`config.mk`:
```
export PLATFORM = sky130hd
export DESIGN_NAME = rvRegFile
export DESIGN_NICKNAME = d
export VERILOG_FILES = /design/src/include/rv_cfg.svh /design/src/hdl/rvRegFile.sv
export SDC_FILE = /design/constraint.sdc
export NUM_CORES = 2
export LEC_CHECK = 0
export CORE_MARGIN = 2
export CORE_UTILIZATION = 58
export CTS_CLUSTER_DIAMETER = 30
export DETAILED_ROUTE_END_ITERATION = 16
export DONT_BUFFER_PORTS = 1
export PLACE_DENSITY = 0.79
export SLEW_MARGIN = 20
export SYNTH_ARGS = -nofsm -noshare
export SYNTH_HDL_FRONTEND = slang
export SYNTH_SLANG_ARGS = --single-unit
export TNS_END_PERCENT = 5
```
`constraint.sdc`:
```
create_clock -name clk -period 1.4 [get_ports clk]
set_input_delay 0.14 -clock clk [delete_from_list [all_inputs] [get_ports clk]]
set_output_delay 0.14 -clock clk [all_outputs]
set_load 0.03 [all_outputs]
```
`src/include/rv_cfg.svh`:
```
`ifndef RV_CFG_SVH
`define RV_CFG_SVH

// data memory depth in words, power of two
`define RV_DMEM_WORDS 256

// first fetch address after reset
`define RV_RESET_PC 32'h8000_0000

// mcause for an environment call from machine mode
`define RV_CAUSE_ECALL 32'd11

`endif

```
`src/hdl/rvRegFile.sv`:
```
`timescale 1ns/10ps
`default_nettype none

module rvRegFile (
  input  logic        clk,
  input  logic        rstN,
  input  logic [4:0]  rs1,
  input  logic [4:0]  rs2,
  input  logic [4:0]  rd,
  input  logic        we,
  input  logic [31:0] wdata,
  output logic [31:0] rdata1,
  output logic [31:0] rdata2
);

  logic [31:0] regs [32];

  // x0 is never written, so it keeps its reset value
  always_ff @(posedge clk or negedge rstN) begin
    if (!rstN) begin
      for (int r = 0; r < 32; r++) begin
        regs[r] <= '0;
      end
    end else if (we && (rd != 5'd0)) begin
      regs[rd] <= wdata;
    end
  end

  assign rdata1 = regs[rs1];
  assign rdata2 = regs[rs2];

endmodule

`default_nettype wire

```
==> results.sh <==
export IMPL_run_status="finished, violations left"
export IMPL_violations="hold timing, slew limit, setup timing"
export IMPL_globalRoute_totalOverflow=0
export IMPL_drtPass1Iterations=5
export IMPL_deepest_clock_path_buffer_count=3
export IMPL_number_of_register_bits_inferred_by_synthesis=1024
export IMPL_critPathMaxStageDelay_ns=0.90
export IMPL_largest_fanout_of_any_net_on_the_critical_path=512
export IMPL_synth_avg_cell_area_um2=12.2
export IMPL_critical_path_required_ns=1.26
export IMPL_dpl_instance_area_um2=59400
export IMPL_final_hold_violation_count=226
export IMPL_power_clock_fraction=0.459
export IMPL_irDropWorstVdd_mv=1.29
export IMPL_fin_area_um2=67700
export IMPL_drt_vias_per_instance=6.83
export IMPL_initial_cell_density_of_the_core=0.587
export IMPL_power_leakage_uw=0.0320
export IMPL_path_clk_slew_ns=0.05
export IMPL_clk_insertion_delay_late_ns=0.77
export IMPL_floorplan_io_pins=114
export IMPL_timing_critical_path_slowest_stage_cell="mux2i_2"
export IMPL_nNetsFinal=4756
export IMPL_crit_path_cells="mux2i_2 > a22o_1 > nor3_2 > a31oi_1 > buf_4 > nand3_4 > buf_8"
export IMPL_grt_pass1_wl_mm=264
export IMPL_cts_sinks=1024
export IMPL_detailroute_via_count=41900
export IMPL_largest_reg_flops=1024
export IMPL_fin_util=0.710
export IMPL_initial_antenna_violation_count=4
export IMPL_clock_fmax_mhz=311
export IMPL_cts_tree="done"
export IMPL_cts_hold_fix_buffers=45
export IMPL_min_period_over_period=2.30
export IMPL_area_delta_synth_final_pct=21.0
export IMPL_cap_viol_max_count=0
export IMPL_via_count_of_the_first_global_routing_pass=43100
export IMPL_floorplan_die_width_um=315
export IMPL_instances_no_fill=6136
export IMPL_cts_buf_count=190
export IMPL_slew_headroom=-0.766
export IMPL_fin_total_pwr_uw=107000
export IMPL_final_min_clock_period_ns=3.22
export IMPL_post_synth_net_total=4651
export IMPL_post_synth_instance_area_um2=55900
export IMPL_unrepaired_setup_endpoints_after_global_routing="true"
export IMPL_critical_path_class="in -> out"
export IMPL_fin_skew_ns=0
export IMPL_dp_worst_slack_ns=-0.395
export IMPL_initialDrtViolationCount=4864
export IMPL_timing_worst_slew_pin_value_ns=2.65
export IMPL_final_layout_size_suffix_gt1_frac=0.375
export IMPL_dpl_hpwl_mm=98.4
export IMPL_syn_inst=4601
export IMPL_groute_usage_overall=0.349
export IMPL_crit_path_end_kind="output port"
export IMPL_port_buffer_count=0
export IMPL_critPathLaunchType="input pin"
export IMPL_grt_max_degree=1025
export IMPL_power_frac_comb=0.170
export IMPL_detail_route_wirelength_mm=177
export IMPL_synth_seq_area_share=0.458
export IMPL_final_hold_worst_slack_ns=-0.944
export IMPL_slew_violations=604
export IMPL_core_um2=95300
export IMPL_die_height_um=315
export IMPL_wl_per_cell_um=28.9
export IMPL_netSwitchingPower_uw=29900
export IMPL_antenna_violating_nets_post_route=0
export IMPL_cellPowerDensity_nw_per_um2=1590
export IMPL_design_die_area_um2=99000
export IMPL_largest_register="regs"
export IMPL_timing_final_ws_setup_ns=-1.82
export IMPL_power_switching_fraction=0.278
export IMPL_share_seq_of_total_power=0.371
export IMPL_place_detailed_instances=5727
export IMPL_finalWeightedCongestion=0.862
export IMPL_internal_power_uw=77600
export IMPL_clk_root_buffer_cell="clkbuf_16"
export IMPL_yosys_cell_types_count=28
export IMPL_row_count=113
export IMPL_top_regs="regs (1024)"
export IMPL_timing_hold_worst_class="in -> async"
export IMPL_number_of_h_tree_branching_levels=4
export IMPL_setup_viol_count_final=216
export IMPL_yosys_warnings=0
export IMPL_worst_path_arrival_time_ns=3.08
export IMPL_route_detailed_drc=0
## Yosys cell counts
| master | number | area [µm²] |
|---|---|---|
| nand3_1 | 194 | 971 |
| dfrtp_1 | 1024 | 25600 |
| and3_1 | 1 | 6.26 |
| nand3b_1 | 4 | 30.0 |
| nor3b_2 | 3 | 37.5 |
| a22o_1 | 128 | 1120 |
| nand2_1 | 210 | 788 |
| a22oi_1 | 192 | 1440 |
| a31oi_1 | 64 | 400 |
| clkbuf_1 | 224 | 841 |
| or2_2 | 3 | 18.8 |
| nor3b_1 | 1 | 7.51 |
| buf_2 | 111 | 556 |
| nand2b_1 | 4 | 25.0 |
| nor2b_1 | 4 | 25.0 |
| or3b_4 | 1 | 11.3 |
| mux2_1 | 39 | 439 |
| mux2i_1 | 1024 | 10200 |
| and3b_1 | 1 | 8.76 |
| buf_6 | 48 | 541 |
| and2_1 | 2 | 12.5 |
| nor2_1 | 3 | 11.3 |
| mux2_2 | 953 | 10700 |
| buf_1 | 26 | 97.6 |
| a21oi_1 | 192 | 961 |
| buf_4 | 64 | 480 |
| nor2_4 | 16 | 180 |
| nor3_1 | 65 | 325 |
## cell type report
cell class,count,area (µm²)
Antenna cell,1,2.50
Clock buffer,234,5160
Clock inverter,122,1790
Fill cell,5887,27600
Multi-Input combinational cell,3104,28800
Sequential cell,1024,25600
Tap cell,1265,1580
Timing Repair Buffer,386,4690
## path summary, 6_finish.rpt
| check | startpoint | endpoint | slack, ns | cells after the start |
|---|---|---|---|---|
| max | rs1[1] | rdata1[8] | -1.82 | 7 |
| min | rstN | regs[680] | -0.94 | 0 |
| max reg2reg | regs[9] | regs[9] | 0.05 | 2 |
| min reg2reg | regs[1013] | regs[1013] | 0.40 | 0 |
| max in group asynchronous | rstN | regs[631] | -0.29 | 3 |
| min in group clk | wdata[27] | regs[219] | 0.03 | 2 |
## cells in the final DEF, fill, tap and decap left out, types with 5 or more instances in the layout
master         Yosys  final
clkinv_8           0      5
a22oi_1          192    189
nand2_1          210    193
clkinv_4           0     17
nor2_4            16     18
a31oi_1           64     46
nand2_2            0     17
buf_4             64    189
nand3_2            0     37
mux2_1            39     38
clkbuf_8           0     22
bufinv_16          0     33
clkbuf_1         224     21
a31oi_4            0      7
nor3_2             0     27
buf_12             0    122
buf_6             48     26
a22o_1           128    128
a21oi_1          192    192
dfrtp_1         1024   1023
clkinvlp_4         0     18
a31oi_2            0     11
nand3_1          194    130
nor3_1            65     34
dlygate4sd3_1      0     26
mux2i_1         1024   1019
buf_16             0      6
mux2_2           953    953
clkinv_2           0     26
clkbuf_16          0    191
inv_6              0     17
mux2i_2            0      5
buf_2            111     14
nand3_4            0     27
## stage by stage
step           setup TNS [ns]  hold slack (ns)
2_1_floorplan           -5.19           -0.156
3_3_place_gp           -51.20          -0.0869
3_5_place_dp           -62.65          -0.0930
4_1_cts                -56.93           -0.907
5_1_grt               -147.91           -0.959
6_report              -115.21           -0.944
## critical path: cells and delay by family
family	cells	cell delay (ns)
multiplexers	1	0.90
AO/OA/AOI/OAI	2	0.37
AND/OR/NAND/NOR	2	0.12
buffers and inverters	2	0.30
## routing by layer
metal	up-vias	routed length, µm	GRT usage
li1	17300	-	-
met1	21500	68400	0.452
met2	2505	81100	0.537
met3	626	17800	0.0886
met4	4	9770	0.195
met5	-	30	0
## cell families (layout without fill, tap and decap cells)
| group | count (synthesis) | after routing | synth area share |
|---|---|---|---|
| compound gates | 576 | 576 | 0.0701 |
| buf+inv | 473 | 742 | 0.0450 |
| flops | 1024 | 1024 | 0.458 |
| mux | 2016 | 2016 | 0.383 |
| other cells | 0 | 1 | 0 |
| simple gates | 512 | 512 | 0.0439 |
## power by group through the flow
stage	Clock, µW	Combinational, µW	Sequential, µW
floorplan	0	13100	38600
global placement	0	15200	39400
detailed placement	0	15700	39900
CTS	49400	16800	39600
global route	51000	19300	40500
finish	49300	18300	39900
## repair_timing
item,in CTS,in global routing
pin swaps,39,55
gates resized for setup,64,64
buffers inserted,0,4
setup endpoints to repair,64,275
hold endpoints to repair,2016,226
Note: power is estimated with default switching activity, not from simulation.
