==> src/include/rv_cfg.svh <==
`ifndef RV_CFG_SVH
`define RV_CFG_SVH

// data memory depth in words, power of two
`define RV_DMEM_WORDS 256

// first fetch address after reset
`define RV_RESET_PC 32'h8000_0000

// mcause for an environment call from machine mode
`define RV_CAUSE_ECALL 32'd11

`endif

==> src/hdl/rvCsrFile.sv <==
`timescale 1ns/10ps
`default_nettype none
`include "rv_cfg.svh"

module rvCsrFile (
  input  logic        clk,
  input  logic        rstN,
  input  logic        csrEn,
  input  logic [1:0]  csrOp,
  input  logic [11:0] csrId,
  input  logic [31:0] wsrc,
  input  logic        ecall,
  input  logic        mret,
  input  logic [31:0] pc,
  output logic [31:0] rdata,
  output logic [31:0] mtvec,
  output logic [31:0] mepc
);

  localparam logic [11:0] ID_MSTATUS = 12'h300;
  localparam logic [11:0] ID_MTVEC   = 12'h305;
  localparam logic [11:0] ID_MEPC    = 12'h341;
  localparam logic [11:0] ID_MCAUSE  = 12'h342;

  logic [31:0] mstatusQ;
  logic [31:0] mtvecQ;
  logic [31:0] mepcQ;
  logic [31:0] mcauseQ;
  logic [31:0] oldVal;
  logic [31:0] newVal;

  always_comb begin
    case (csrId)
      ID_MSTATUS: oldVal = mstatusQ;
      ID_MTVEC:   oldVal = mtvecQ;
      ID_MEPC:    oldVal = mepcQ;
      ID_MCAUSE:  oldVal = mcauseQ;
      default:    oldVal = '0;
    endcase
  end

  // csrOp is funct3[1:0] of csrrw / csrrs / csrrc
  always_comb begin
    case (csrOp)
      2'b01:   newVal = wsrc;
      2'b10:   newVal = oldVal | wsrc;
      2'b11:   newVal = oldVal & ~wsrc;
      default: newVal = oldVal;
    endcase
  end

  always_ff @(posedge clk or negedge rstN) begin
    if (!rstN) begin
      mstatusQ <= '0;
      mtvecQ <= '0;
      mepcQ <= '0;
      mcauseQ <= '0;
    end else if (ecall) begin
      mepcQ <= pc;
      mcauseQ <= `RV_CAUSE_ECALL;
    end else if (csrEn && !mret) begin
      case (csrId)
        ID_MSTATUS: mstatusQ <= newVal;
        ID_MTVEC:   mtvecQ <= newVal;
        ID_MEPC:    mepcQ <= newVal;
        ID_MCAUSE:  mcauseQ <= newVal;
        default: ;
      endcase
    end
  end

  assign rdata = oldVal;
  assign mtvec = mtvecQ;
  assign mepc = mepcQ;

endmodule

`default_nettype wire

==> config.mk <==
export PLATFORM = sky130hd
export DESIGN_NAME = rvCsrFile
export DESIGN_NICKNAME = d
export VERILOG_FILES = /design/src/hdl/rvCsrFile.sv
export VERILOG_INCLUDE_DIRS = /design/src /design/src/include
export SDC_FILE = /design/constraint.sdc
export NUM_CORES = 1
export LEC_CHECK = 0
export BUFFER_PORTS_ARGS = -buffer_cell sky130_fd_sc_hd__buf_2
export CAP_MARGIN = 20
export CORE_MARGIN = 2
export CORE_UTILIZATION = 35
export DETAILED_ROUTE_END_ITERATION = 6
export HOLD_SLACK_MARGIN = 0.03
export MAX_ROUTING_LAYER = met4
export SKIP_LAST_GASP = 1
export SYNTH_ARGS = -nofsm -noshare
export SYNTH_HDL_FRONTEND = slang
export SYNTH_SLANG_ARGS = --single-unit
==> constraint.sdc <==
create_clock -name clk -period 1.42 [get_ports clk]
set_input_delay 0.142 -clock clk [delete_from_list [all_inputs] [get_ports clk]]
set_output_delay 0.142 -clock clk [all_outputs]
set_load 0.02 [all_outputs]
==> results.json, run 1 <==
{
  "outcome": "finished, violations left",
  "violations": "negative setup slack",
  "final_util_pct": 60.4,
  "clk_pin_slew_worst_paths_ps": 60,
  "syn_inst": 887,
  "place_congestion": 0.858,
  "io_buffers": 178,
  "critPathArrivalTime_ps": 1750,
  "cts_root_buf": "clkbuf_16",
  "ys.flop_type": "dfrtp_1",
  "antenna-diode-count": 0,
  "tritoncts": "built",
  "fin_skew_ps": 9.12,
  "p_leak_nw": 6.12,
  "netlist_area_um2": 8190,
  "fin_ws_ps": -477,
  "grt_max_degree": 34,
  "path_cells": "or3b_4 > a21oi_4 > o21ai_2 > buf_4 > inv_2 > buf_6",
  "drive_above_1_share_pct": 57.1,
  "synth_enable_flop_cells": 0,
  "drcViolationCount": 0,
  "dp_hpwl_mm": 19.4,
  "start_util_pct": 36.0,
  "die_area_um2": 24600,
  "min_period_ps": 1900,
  "cp_num_buf_inv": 3,
  "ys.warnings.count": 0,
  "cp_top_family": "simple AND/OR/NAND/NOR gates",
  "vias": 8740,
  "core_area_um2": 22800,
  "area_delta_synth_final_pct": 68.1,
  "track_usage_pct": 25.2,
  "ir_worst_vdd_uv": 615,
  "worstMarginPinSlew_ps": 607,
  "num_rows": 55,
  "die_y_um": 157,
  "antenna_found_initial": 0,
  "fin_nets": 1358,
  "postSynthAreaPerCell_um2": 9.23,
  "cpMaxStageDelayCell": "or3b_4",
  "hold_viol_final": 0,
  "grt_pass1_wl_mm": 46.7,
  "routedWlPerCell_um": 20.1,
  "crit_required_ps": 1280,
  "ant_nets": 0,
  "synth_top_cell_area_share_pct": 39.1,
  "p_per_area_nw_per_um2": 742,
  "cts_max_level": 4,
  "maxSlewHeadroom_pct": 59.4,
  "setup-violations-final": 139,
  "dr.pass1.iters": 5,
  "totalWireLength_mm": 32.2,
  "num_io_pins": 179,
  "maxSlewViolCount": 0,
  "grt-ovfl-total": 0,
  "ys_top_cells_by_area": "dfrtp_1 (39%), mux2_2 (8.7%), nand3b_1 (5.7%)",
  "synth_cell_type_count": 46,
  "rsz0062_at_grt": "yes",
  "ys_seq_area_share_pct": 39.1,
  "synth_nets": 970,
  "clock_path_buffers": 2,
  "period_share_pct": 134,
  "finalPower_mw": 10.2,
  "vias_per_cell": 5.46,
  "fmax_mhz": 527,
  "hold_class": "input port to flop",
  "grt_pass1_vias": 8682,
  "insertion_delay_ps": 430,
  "yosys_register_bits": 128,
  "crit_fanout": 2,
  "max_stage_delay_ps": 400,
  "synth_most_common_cell": "dfrtp_1",
  "synth_area_leader_cell": "dfrtp_1",
  "drt_iter0_markers": 561,
  "end_kind": "output port",
  "critPathKind": "flop to output port",
  "cts.sink_count": 128,
  "numCtsBuffers": 17,
  "die_x_um": 157,
  "startpoint_type": "flop",
  "synthArstFlopShare_pct": 100,
  "yosys-top-cells-count": "dfrtp_1 (128), nand2_1 (67), mux2_2 (63)",
  "maxCapViolations": 0
}
layout make-up:
type / instances / area, um2
flip-flops and latches: 128 / 3200
clock inverters: 13 / 161
well taps: 313 / 392
repair buffers: 451 / 3600
multi-input cells: 638 / 5810
fillers: 1808 / 9010
inverters: 39 / 146
clock buffers: 19 / 443
layer usage:
metal  GRT usage [%]  vias up  share of wire [%]
met3            3.28       76                5.1
met4            8.17        0                2.4
met2            42.1      332                 49
met5               -        -                  0
met1            31.8     4325                 43
li1                -     4007                  -
worst register-to-register path, stage by stage (launching register included):
cell,delay (ps)
dfrtp_1,370
or3b_1,170
a21oi_2,60
buf_4,150
buf_4,120
buf_4,120
buf_4,120
buf_4,120
buf_4,120
nor2_2,90
a211oi_1,50
a221o_1,270
worst paths after layout:
path | endpoint | slack, ps | cells past startpoint | from
setup / recovery | rdata[8] | -480 | 6 | mstatusQ[8]$_DFFE_PN0P_
hold / removal | mepc[15]$_DFFE_PN0P_ | 40 | 4 | pc[15]
setup reg to reg | mcauseQ[24]$_DFFE_PN0P_ | -440 | 11 | mstatusQ[24]$_DFFE_PN0P_
hold reg to reg | mstatusQ[21]$_DFFE_PN0P_ | 500 | 1 | mstatusQ[21]$_DFFE_PN0P_
max in group asynchronous | mtvec[17]$_DFFE_PN0P_ | 710 | 3 | rstN
min in group asynchronous | mtvec[2]$_DFFE_PN0P_ | 150 | 2 | rstN
metrics by stage:
step	TNS [ps]	setup slack [ps]	hold slack, ps	instances	area, um2
global placement	-72530	-537	28.0	1445	10800
detailed placement	-73620	-565	28.5	1445	10800
CTS	-25420	-439	30.6	1577	12900
global route	-37920	-522	42.5	1601	13800
finish	-28890	-477	35.7	1601	13800
floorplan	-12920	-227	-154	887	8580
repair_timing:
action	CTS	global route
gates resized for setup	200	118
gates cloned	1	5
endpoints found under the hold margin	158	0
setup endpoints to repair	155	160
hold buffers	31	0
buffers inserted	104	44
pin swaps	96	75
placed cells by master (no fill, tap or decap), types with 18 or more instances in the layout:
cell,n
clkbuf_16,21
a21oi_2,35
dlygate4sd3_1,31
nand2_1,67
buf_4,201
o21ai_2,31
mux2_2,21
buf_6,55
nand3b_1,62
mux2i_1,30
a221o_1,29
a211oi_2,18
o21a_1,28
a21oi_4,21
mux2_4,42
or3b_4,24
inv_2,31
nand2b_1,57
nand3_1,33
dfrtp_1,128
nor2_1,22
buf_2,142
sequential cells by signal, indices dropped and copies added, names as in the netlist:
signal,cells
mcauseQ,32
mepc,32
mstatusQ,32
mtvec,32
cells by family after synthesis:
logic type	share of synthesized area, %
compound gates	19.4
flops	39.1
mux	12.3
simple gates	22.5
xor+xnor	0.535
buf+inv	6.08
where the power goes:
| group | switching (mW) | leakage (nW) | internal, mW | total (mW) |
|---|---|---|---|---|
| Combinational | 1.03 | 4.15 | 0.758 | 1.78 |
| Clock | 1.78 | 0.286 | 2.81 | 4.59 |
| Sequential | 0.0911 | 1.69 | 3.74 | 3.83 |
| Total | 2.90 | 6.12 | 7.31 | 10.2 |
Power figures use the tool's default switching activity.
==> run 2, diff against run 1 <==
ABC_AREA = 1   (was not set)
==> run 2 against run 1 <==
Compared with the run above:
- the flow still finishes with violations (negative setup slack)
- via count shrank 4.3%
- synthesized cell count grew 21%
- global-route usage shrank 0.13 points
- die area shrank 5.9%
- final cell count shrank 0.56%
- first-iteration DRC count grew 17%
- sequential share of layout area grew 5.8 points
- count of clock-buffer cells in the layout grew 6
- synthesized area shrank 6.1%
- power shrank 5.4%
- utilization shrank 9.7 points
- critical endpoint is now rdata[12]
- largest cell class unchanged
- highest routed layer unchanged
==> results.json, run 2 <==
{
  "routedWlPerCell_um": 18.4,
  "path_cells": "buf_6 > or2_4 > buf_6 > nor2_8 > buf_12 > nand3_1 > nand4_1 > buf_4",
  "num_rows": 54,
  "fin_skew_ps": 6.33,
  "ys_top_cells_by_area": "dfrtp_1 (42%), nand2_1 (24%), nand3_1 (9.8%)",
  "max_stage_delay_ps": 270,
  "dpl_cell_area_um2": 9220,
  "die_x_um": 152,
  "place_congestion": 0.799,
  "vias_per_cell": 5.25,
  "cp_top_family": "simple AND/OR/NAND/NOR gates",
  "ant_nets": 0,
  "critPathKind": "input port to output port",
  "synth_xor_area_share_pct": 0,
  "maxSlewHeadroom_pct": 71.1,
  "insertion_delay_ps": 420,
  "final_util_pct": 50.7,
  "syn_inst": 1074,
  "synth-compound-area-share_pct": 4.16,
  "grt_pass1_wl_mm": 44.7,
  "drcViolationCount": 0,
  "ir_worst_vdd_uv": 870,
  "grt_max_degree": 41,
  "startpoint_type": "input port",
  "synthArstFlopShare_pct": 100,
  "synth_cell_type_count": 20,
  "drt_iter0_markers": 657,
  "crit_top_cell": "buf_6",
  "die_area_um2": 23200,
  "crit_fanout": 16,
  "synth_top_family_by_area": "simple AND/OR/NAND/NOR gates",
  "ys_seq_area_share_pct": 41.6,
  "worstMarginPinSlew_ps": 434,
  "dp_hpwl_mm": 17.4,
  "synth_area_leader_cell": "dfrtp_1",
  "area_delta_synth_final_pct": 43.0,
  "cts_root_buf": "clkbuf_16",
  "cts.sink_count": 128,
  "cp_num_buf_inv": 4,
  "antenna_found_initial": 0,
  "core_area_um2": 21700,
  "netlist_area_um2": 7690,
  "yosys-top-cells-count": "nand2_1 (493), nand3_1 (150), dfrtp_1 (128)",
  "fin_ws_ps": -189,
  "final_cells": 1592,
  "outcome": "finished, violations left",
  "reg2reg_slack_ps": 180,
  "totalWireLength_mm": 29.3,
  "maxSlewViolCount": 0,
  "clk_pin_slew_worst_paths_ps": 60,
  "dr.pass1.iters": 5,
  "tritoncts": "built",
  "crit_required_ps": 1280,
  "end_kind": "output port",
  "setup-violations-final": 32,
  "num_io_pins": 179,
  "postLayoutCellArea_um2": 11000,
  "synth_nets": 1157,
  "fin_nets": 1384,
  "whs_ps": 39.3,
  "ys.flop_type": "dfrtp_1",
  "rsz0062_at_grt": "yes",
  "track_usage_pct": 25.1,
  "tns_ps": -4430,
  "grt_pass1_vias": 8162,
  "synthAdderAreaFrac_pct": 0,
  "maxCapViolations": 0,
  "cts_max_level": 4,
  "drive_above_1_share_pct": 30.1,
  "antenna-diode-count": 0,
  "synth_mux_area_share_pct": 0,
  "place_inst": 1514,
  "min_period_ps": 1610,
  "die_y_um": 152,
  "synthSimpleGateAreaFrac_pct": 46.6,
  "ys.warnings.count": 0,
  "violations": "negative setup slack",
  "yosys_register_bits": 128,
  "p_leak_nw": 6.00,
  "vias": 8360,
  "hold_class": "input port to flop",
  "p_per_area_nw_per_um2": 878,
  "fmax_mhz": 621,
  "postSynthAreaPerCell_um2": 7.16,
  "clock_path_buffers": 2,
  "final_common_cell": "nand2_1",
  "critPathArrivalTime_ps": 1470,
  "synth_most_common_cell": "nand2_1",
  "start_util_pct": 35.5,
  "grt-ovfl-total": 0,
  "mostFrequentLayoutCells": "nand2_1 (491), buf_2 (142), nand3_1 (129)",
  "numCtsBuffers": 17,
  "synth_top_cell_area_share_pct": 41.6,
  "cpMaxStageDelayCell": "or2_4",
  "period_share_pct": 113,
  "synth_enable_flop_cells": 0,
  "hold_viol_final": 0,
  "io_buffers": 178
}
-- run 2: area by class of cell --
type / count / area, um2
Tap cell: 280 / 350
Clock inverter: 5 / 77.6
Clock buffer: 25 / 505
Fill cell: 2069 / 10700
Timing Repair Buffer: 276 / 2490
Sequential cell: 128 / 3200
Inverter: 43 / 164
Multi-Input combinational cell: 835 / 4210
-- run 2: worst paths after layout --
check                           cells past startpoint                    from                 endpoint
worst max-delay path                                8                csrId[2]                rdata[12]
worst min-delay path                                5                   pc[7]      mepc[7]$_DFFE_PN0P_
worst max register to register                      6   mtvec[11]$_DFFE_PN0P_  mcauseQ[11]$_DFFE_PN0P_
worst min register to register                      2  mcauseQ[2]$_DFFE_PN0P_   mcauseQ[2]$_DFFE_PN0P_
max in group asynchronous                           3                    rstN   mcauseQ[6]$_DFFE_PN0P_
min in group asynchronous                           2                    rstN     mtvec[8]$_DFFE_PN0P_
-- run 2: routing by layer --
| layer | share of wire [%] | global-route usage (%) | vias up |
|---|---|---|---|
| li1 | - | - | 3946 |
| met1 | 42 | 32.8 | 3949 |
| met2 | 48 | 39.6 | 412 |
| met3 | 7.4 | 3.78 | 53 |
| met4 | 2.6 | 9.30 | 0 |
| met5 | 0 | - | - |
-- run 2: repair_timing --
action | 4_1_cts | 5_1_grt
hold endpoints to repair | 121 | 0
buffers inserted | 11 | 5
resized for setup | 74 | 48
gates cloned | 7 | 6
pin swaps | 31 | 22
hold buffers | 20 | 0
setup endpoints to repair | 34 | 80
-- run 2: power by group --
part | total, mW | switching [mW] | internal [mW]
registers | 3.92 | 0.128 | 3.80
clock network | 4.43 | 1.63 | 2.79
logic | 1.31 | 0.822 | 0.488
total | 9.66 | 2.58 | 7.08
-- run 2: cells by family (layout without fill, tap and decap cells) --
group / count (synthesis) / in the layout
flip-flops: 128 / 128
AND/OR/NAND/NOR: 770 / 771
buffers and inverters: 112 / 349
AO/OA/AOI/OAI: 64 / 64
-- run 2: per-stage QoR --
stage / power (mW) / worst slack, ps
2_1_floorplan: 4.57 / 158
3_3_place_gp: 5.15 / -413
3_5_place_dp: 5.16 / -441
4_1_cts: 9.63 / -181
5_1_grt: 10.0 / -235
6_report: 9.66 / -189
-- run 2: worst min-delay path, stage by stage --
cell	delay [ps]
buf_2	100
nand2_1	60
nand2_1	50
clkinv_1	40
nand2_1	40
==> run 3, diff against run 2 <==
CELL_PAD_IN_SITES_DETAIL_PLACEMENT = 0   (was not set)
CELL_PAD_IN_SITES_GLOBAL_PLACEMENT = 1   (was not set)
PLACE_DENSITY_LB_ADDON = 0.1   (was not set)
==> run 3 against run 2 <==
Compared with the run above:
- the run still ends with negative setup slack left
- final cell count grew 0.50%
- sequential cell count is the same
- count of clock-buffer cells in the layout shrank 6
- utilization grew 0.88 points
- hold slack lost 3.5 ps
- sequential power is essentially flat
- die area is the same
- highest routed layer unchanged
==> results.json, run 3 (synthesis results as in run 2) <==
{
  "core_area_um2": 21700,
  "area_delta_synth_final_pct": 45.5,
  "cts_root_buf": "clkbuf_16",
  "final_common_cell": "nand2_1",
  "insertion_delay_ps": 420,
  "crit_path_start": "csrId[2]",
  "place_congestion": 0.797,
  "max_stage_delay_ps": 260,
  "period_share_pct": 112,
  "num_io_pins": 179,
  "critPathKind": "input port to output port",
  "dr.pass1.iters": 5,
  "reg2reg_to": "mcauseQ[1]$_DFFE_PN0P_",
  "cts.sink_count": 128,
  "hold_class": "input port to flop",
  "die_area_um2": 23200,
  "critPathArrivalTime_ps": 1450,
  "setup-violations-final": 32,
  "cpMaxStageDelayCell": "or2_4",
  "ant_nets": 0,
  "startpoint_type": "input port",
  "fin_ws_ps": -176,
  "endpoint": "rdata[18]",
  "fillers": 2124,
  "totalWireLength_mm": 30.9,
  "rsz0062_at_grt": "yes",
  "tritoncts": "built",
  "drcViolationCount": 0,
  "r2r_start": "mepc[1]$_DFFE_PN0P_",
  "crit_top_cell": "buf_6",
  "violations": "negative setup slack",
  "clock_path_buffers": 2,
  "track_usage_pct": 26.9,
  "maxSlewViolCount": 0,
  "pre_cts_ws_ps": -568,
  "reg2reg_slack_ps": 200,
  "worstMarginPinSlew_ps": 672,
  "cts_max_level": 4,
  "grt-ovfl-total": 0,
  "numCtsBuffers": 17,
  "vias_per_cell": 5.13,
  "antenna_found_initial": 0,
  "outcome": "finished, violations left",
  "vias": 8214,
  "fmax_mhz": 627,
  "ir_worst_vdd_uv": 751,
  "io_buffers": 178,
  "dp_hpwl_mm": 18.8,
  "clk_pin_slew_worst_paths_ps": 60,
  "start_util_pct": 35.5,
  "die_x_um": 152,
  "p_leak_nw": 6.09,
  "mostFrequentLayoutCells": "nand2_1 (490), buf_2 (142), nand3_1 (130)",
  "drive_above_1_share_pct": 30.6,
  "die_y_um": 152,
  "crit_required_ps": 1280,
  "min_period_ps": 1600,
  "end_kind": "output port",
  "grt_max_degree": 39,
  "maxCapViolations": 0,
  "finalPower_mw": 10.8,
  "hold_viol_final": 0,
  "num_rows": 54,
  "min_from": "pc[24]",
  "p_per_area_nw_per_um2": 966,
  "fin_nets": 1390,
  "path_cells": "buf_6 > or2_4 > buf_6 > nor2_8 > clkbuf_16 > nand3_1 > nand4_1 > buf_4",
  "drt_iter0_markers": 609,
  "grt_pass1_wl_mm": 46.9,
  "routedWlPerCell_um": 19.3,
  "maxSlewHeadroom_pct": 55.1,
  "grt_pass1_vias": 8050,
  "fin_skew_ps": 7.08,
  "antenna-diode-count": 0,
  "ff2ff_path_depth": 6,
  "crit_fanout": 8
}
==> run 3: final cells by class <==
cell class / instances / area, um2 / area share, %
Clock inverter: 13 / 282 / 2.51
Timing Repair Buffer: 282 / 2510 / 22.4
Multi-Input combinational cell: 835 / 4240 / 37.9
Sequential cell: 128 / 3200 / 28.6
Clock buffer: 19 / 443 / 3.96
Inverter: 43 / 169 / 1.51
Tap cell: 280 / 350 / 3.13
==> run 3: timing repair <==
item	in CTS	in global routing
gates resized for setup	64	60
hold buffers	23	0
setup endpoints to repair	64	112
pin swaps	36	24
gates cloned	6	6
endpoints found under the hold margin	98	0
setup buffers	10	6
==> run 3: worst max-delay path: cells and delay by family <==
family                 cells  cell delay [ps]
and+or+nand+nor            4              700
buffers and inverters      4              600
==> run 3: metrics by stage <==
step	area (um2)	instances	util, %	setup TNS [ps]	hold WS (ps)
after floorplan	7690	1074	-	0	-154
after global placement	9300	1521	42.9	-52590	103
after detailed placement	9300	1521	42.9	-57090	101
after CTS	10700	1592	49.5	-5090	30.1
after global routing	11200	1600	51.6	-5720	49.7
final	11200	1600	51.6	-4080	35.8
==> run 3: report_power, final <==
group / switching [mW] / total (mW) / internal, mW
combinational: 0.863 / 1.40 / 0.535
sequential: 0.122 / 3.92 / 3.79
clock: 1.79 / 5.50 / 3.71
total: 2.78 / 10.8 / 8.04
==> run 3: worst min-delay path by stage <==
stage / to / cells past startpoint
6_report: mepc[24]$_DFFE_PN0P_ / 5
5_1_grt: mepc[0]$_DFFE_PN0P_ / 5
2_1_floorplan: mcauseQ[0]$_DFFE_PN0P_ / 0
3_3_place_gp: mepc[0]$_DFFE_PN0P_ / 1
4_1_cts: mepc[24]$_DFFE_PN0P_ / 5
3_5_place_dp: mepc[0]$_DFFE_PN0P_ / 1
==> run 3: layer usage <==
metal,global-route usage (%),up-vias,routed length [um]
met5,-,-,0
met1,36.4,3954,13900
met3,4.47,35,2040
met4,7.74,0,622
li1,-,3948,-
met2,41.8,277,14400
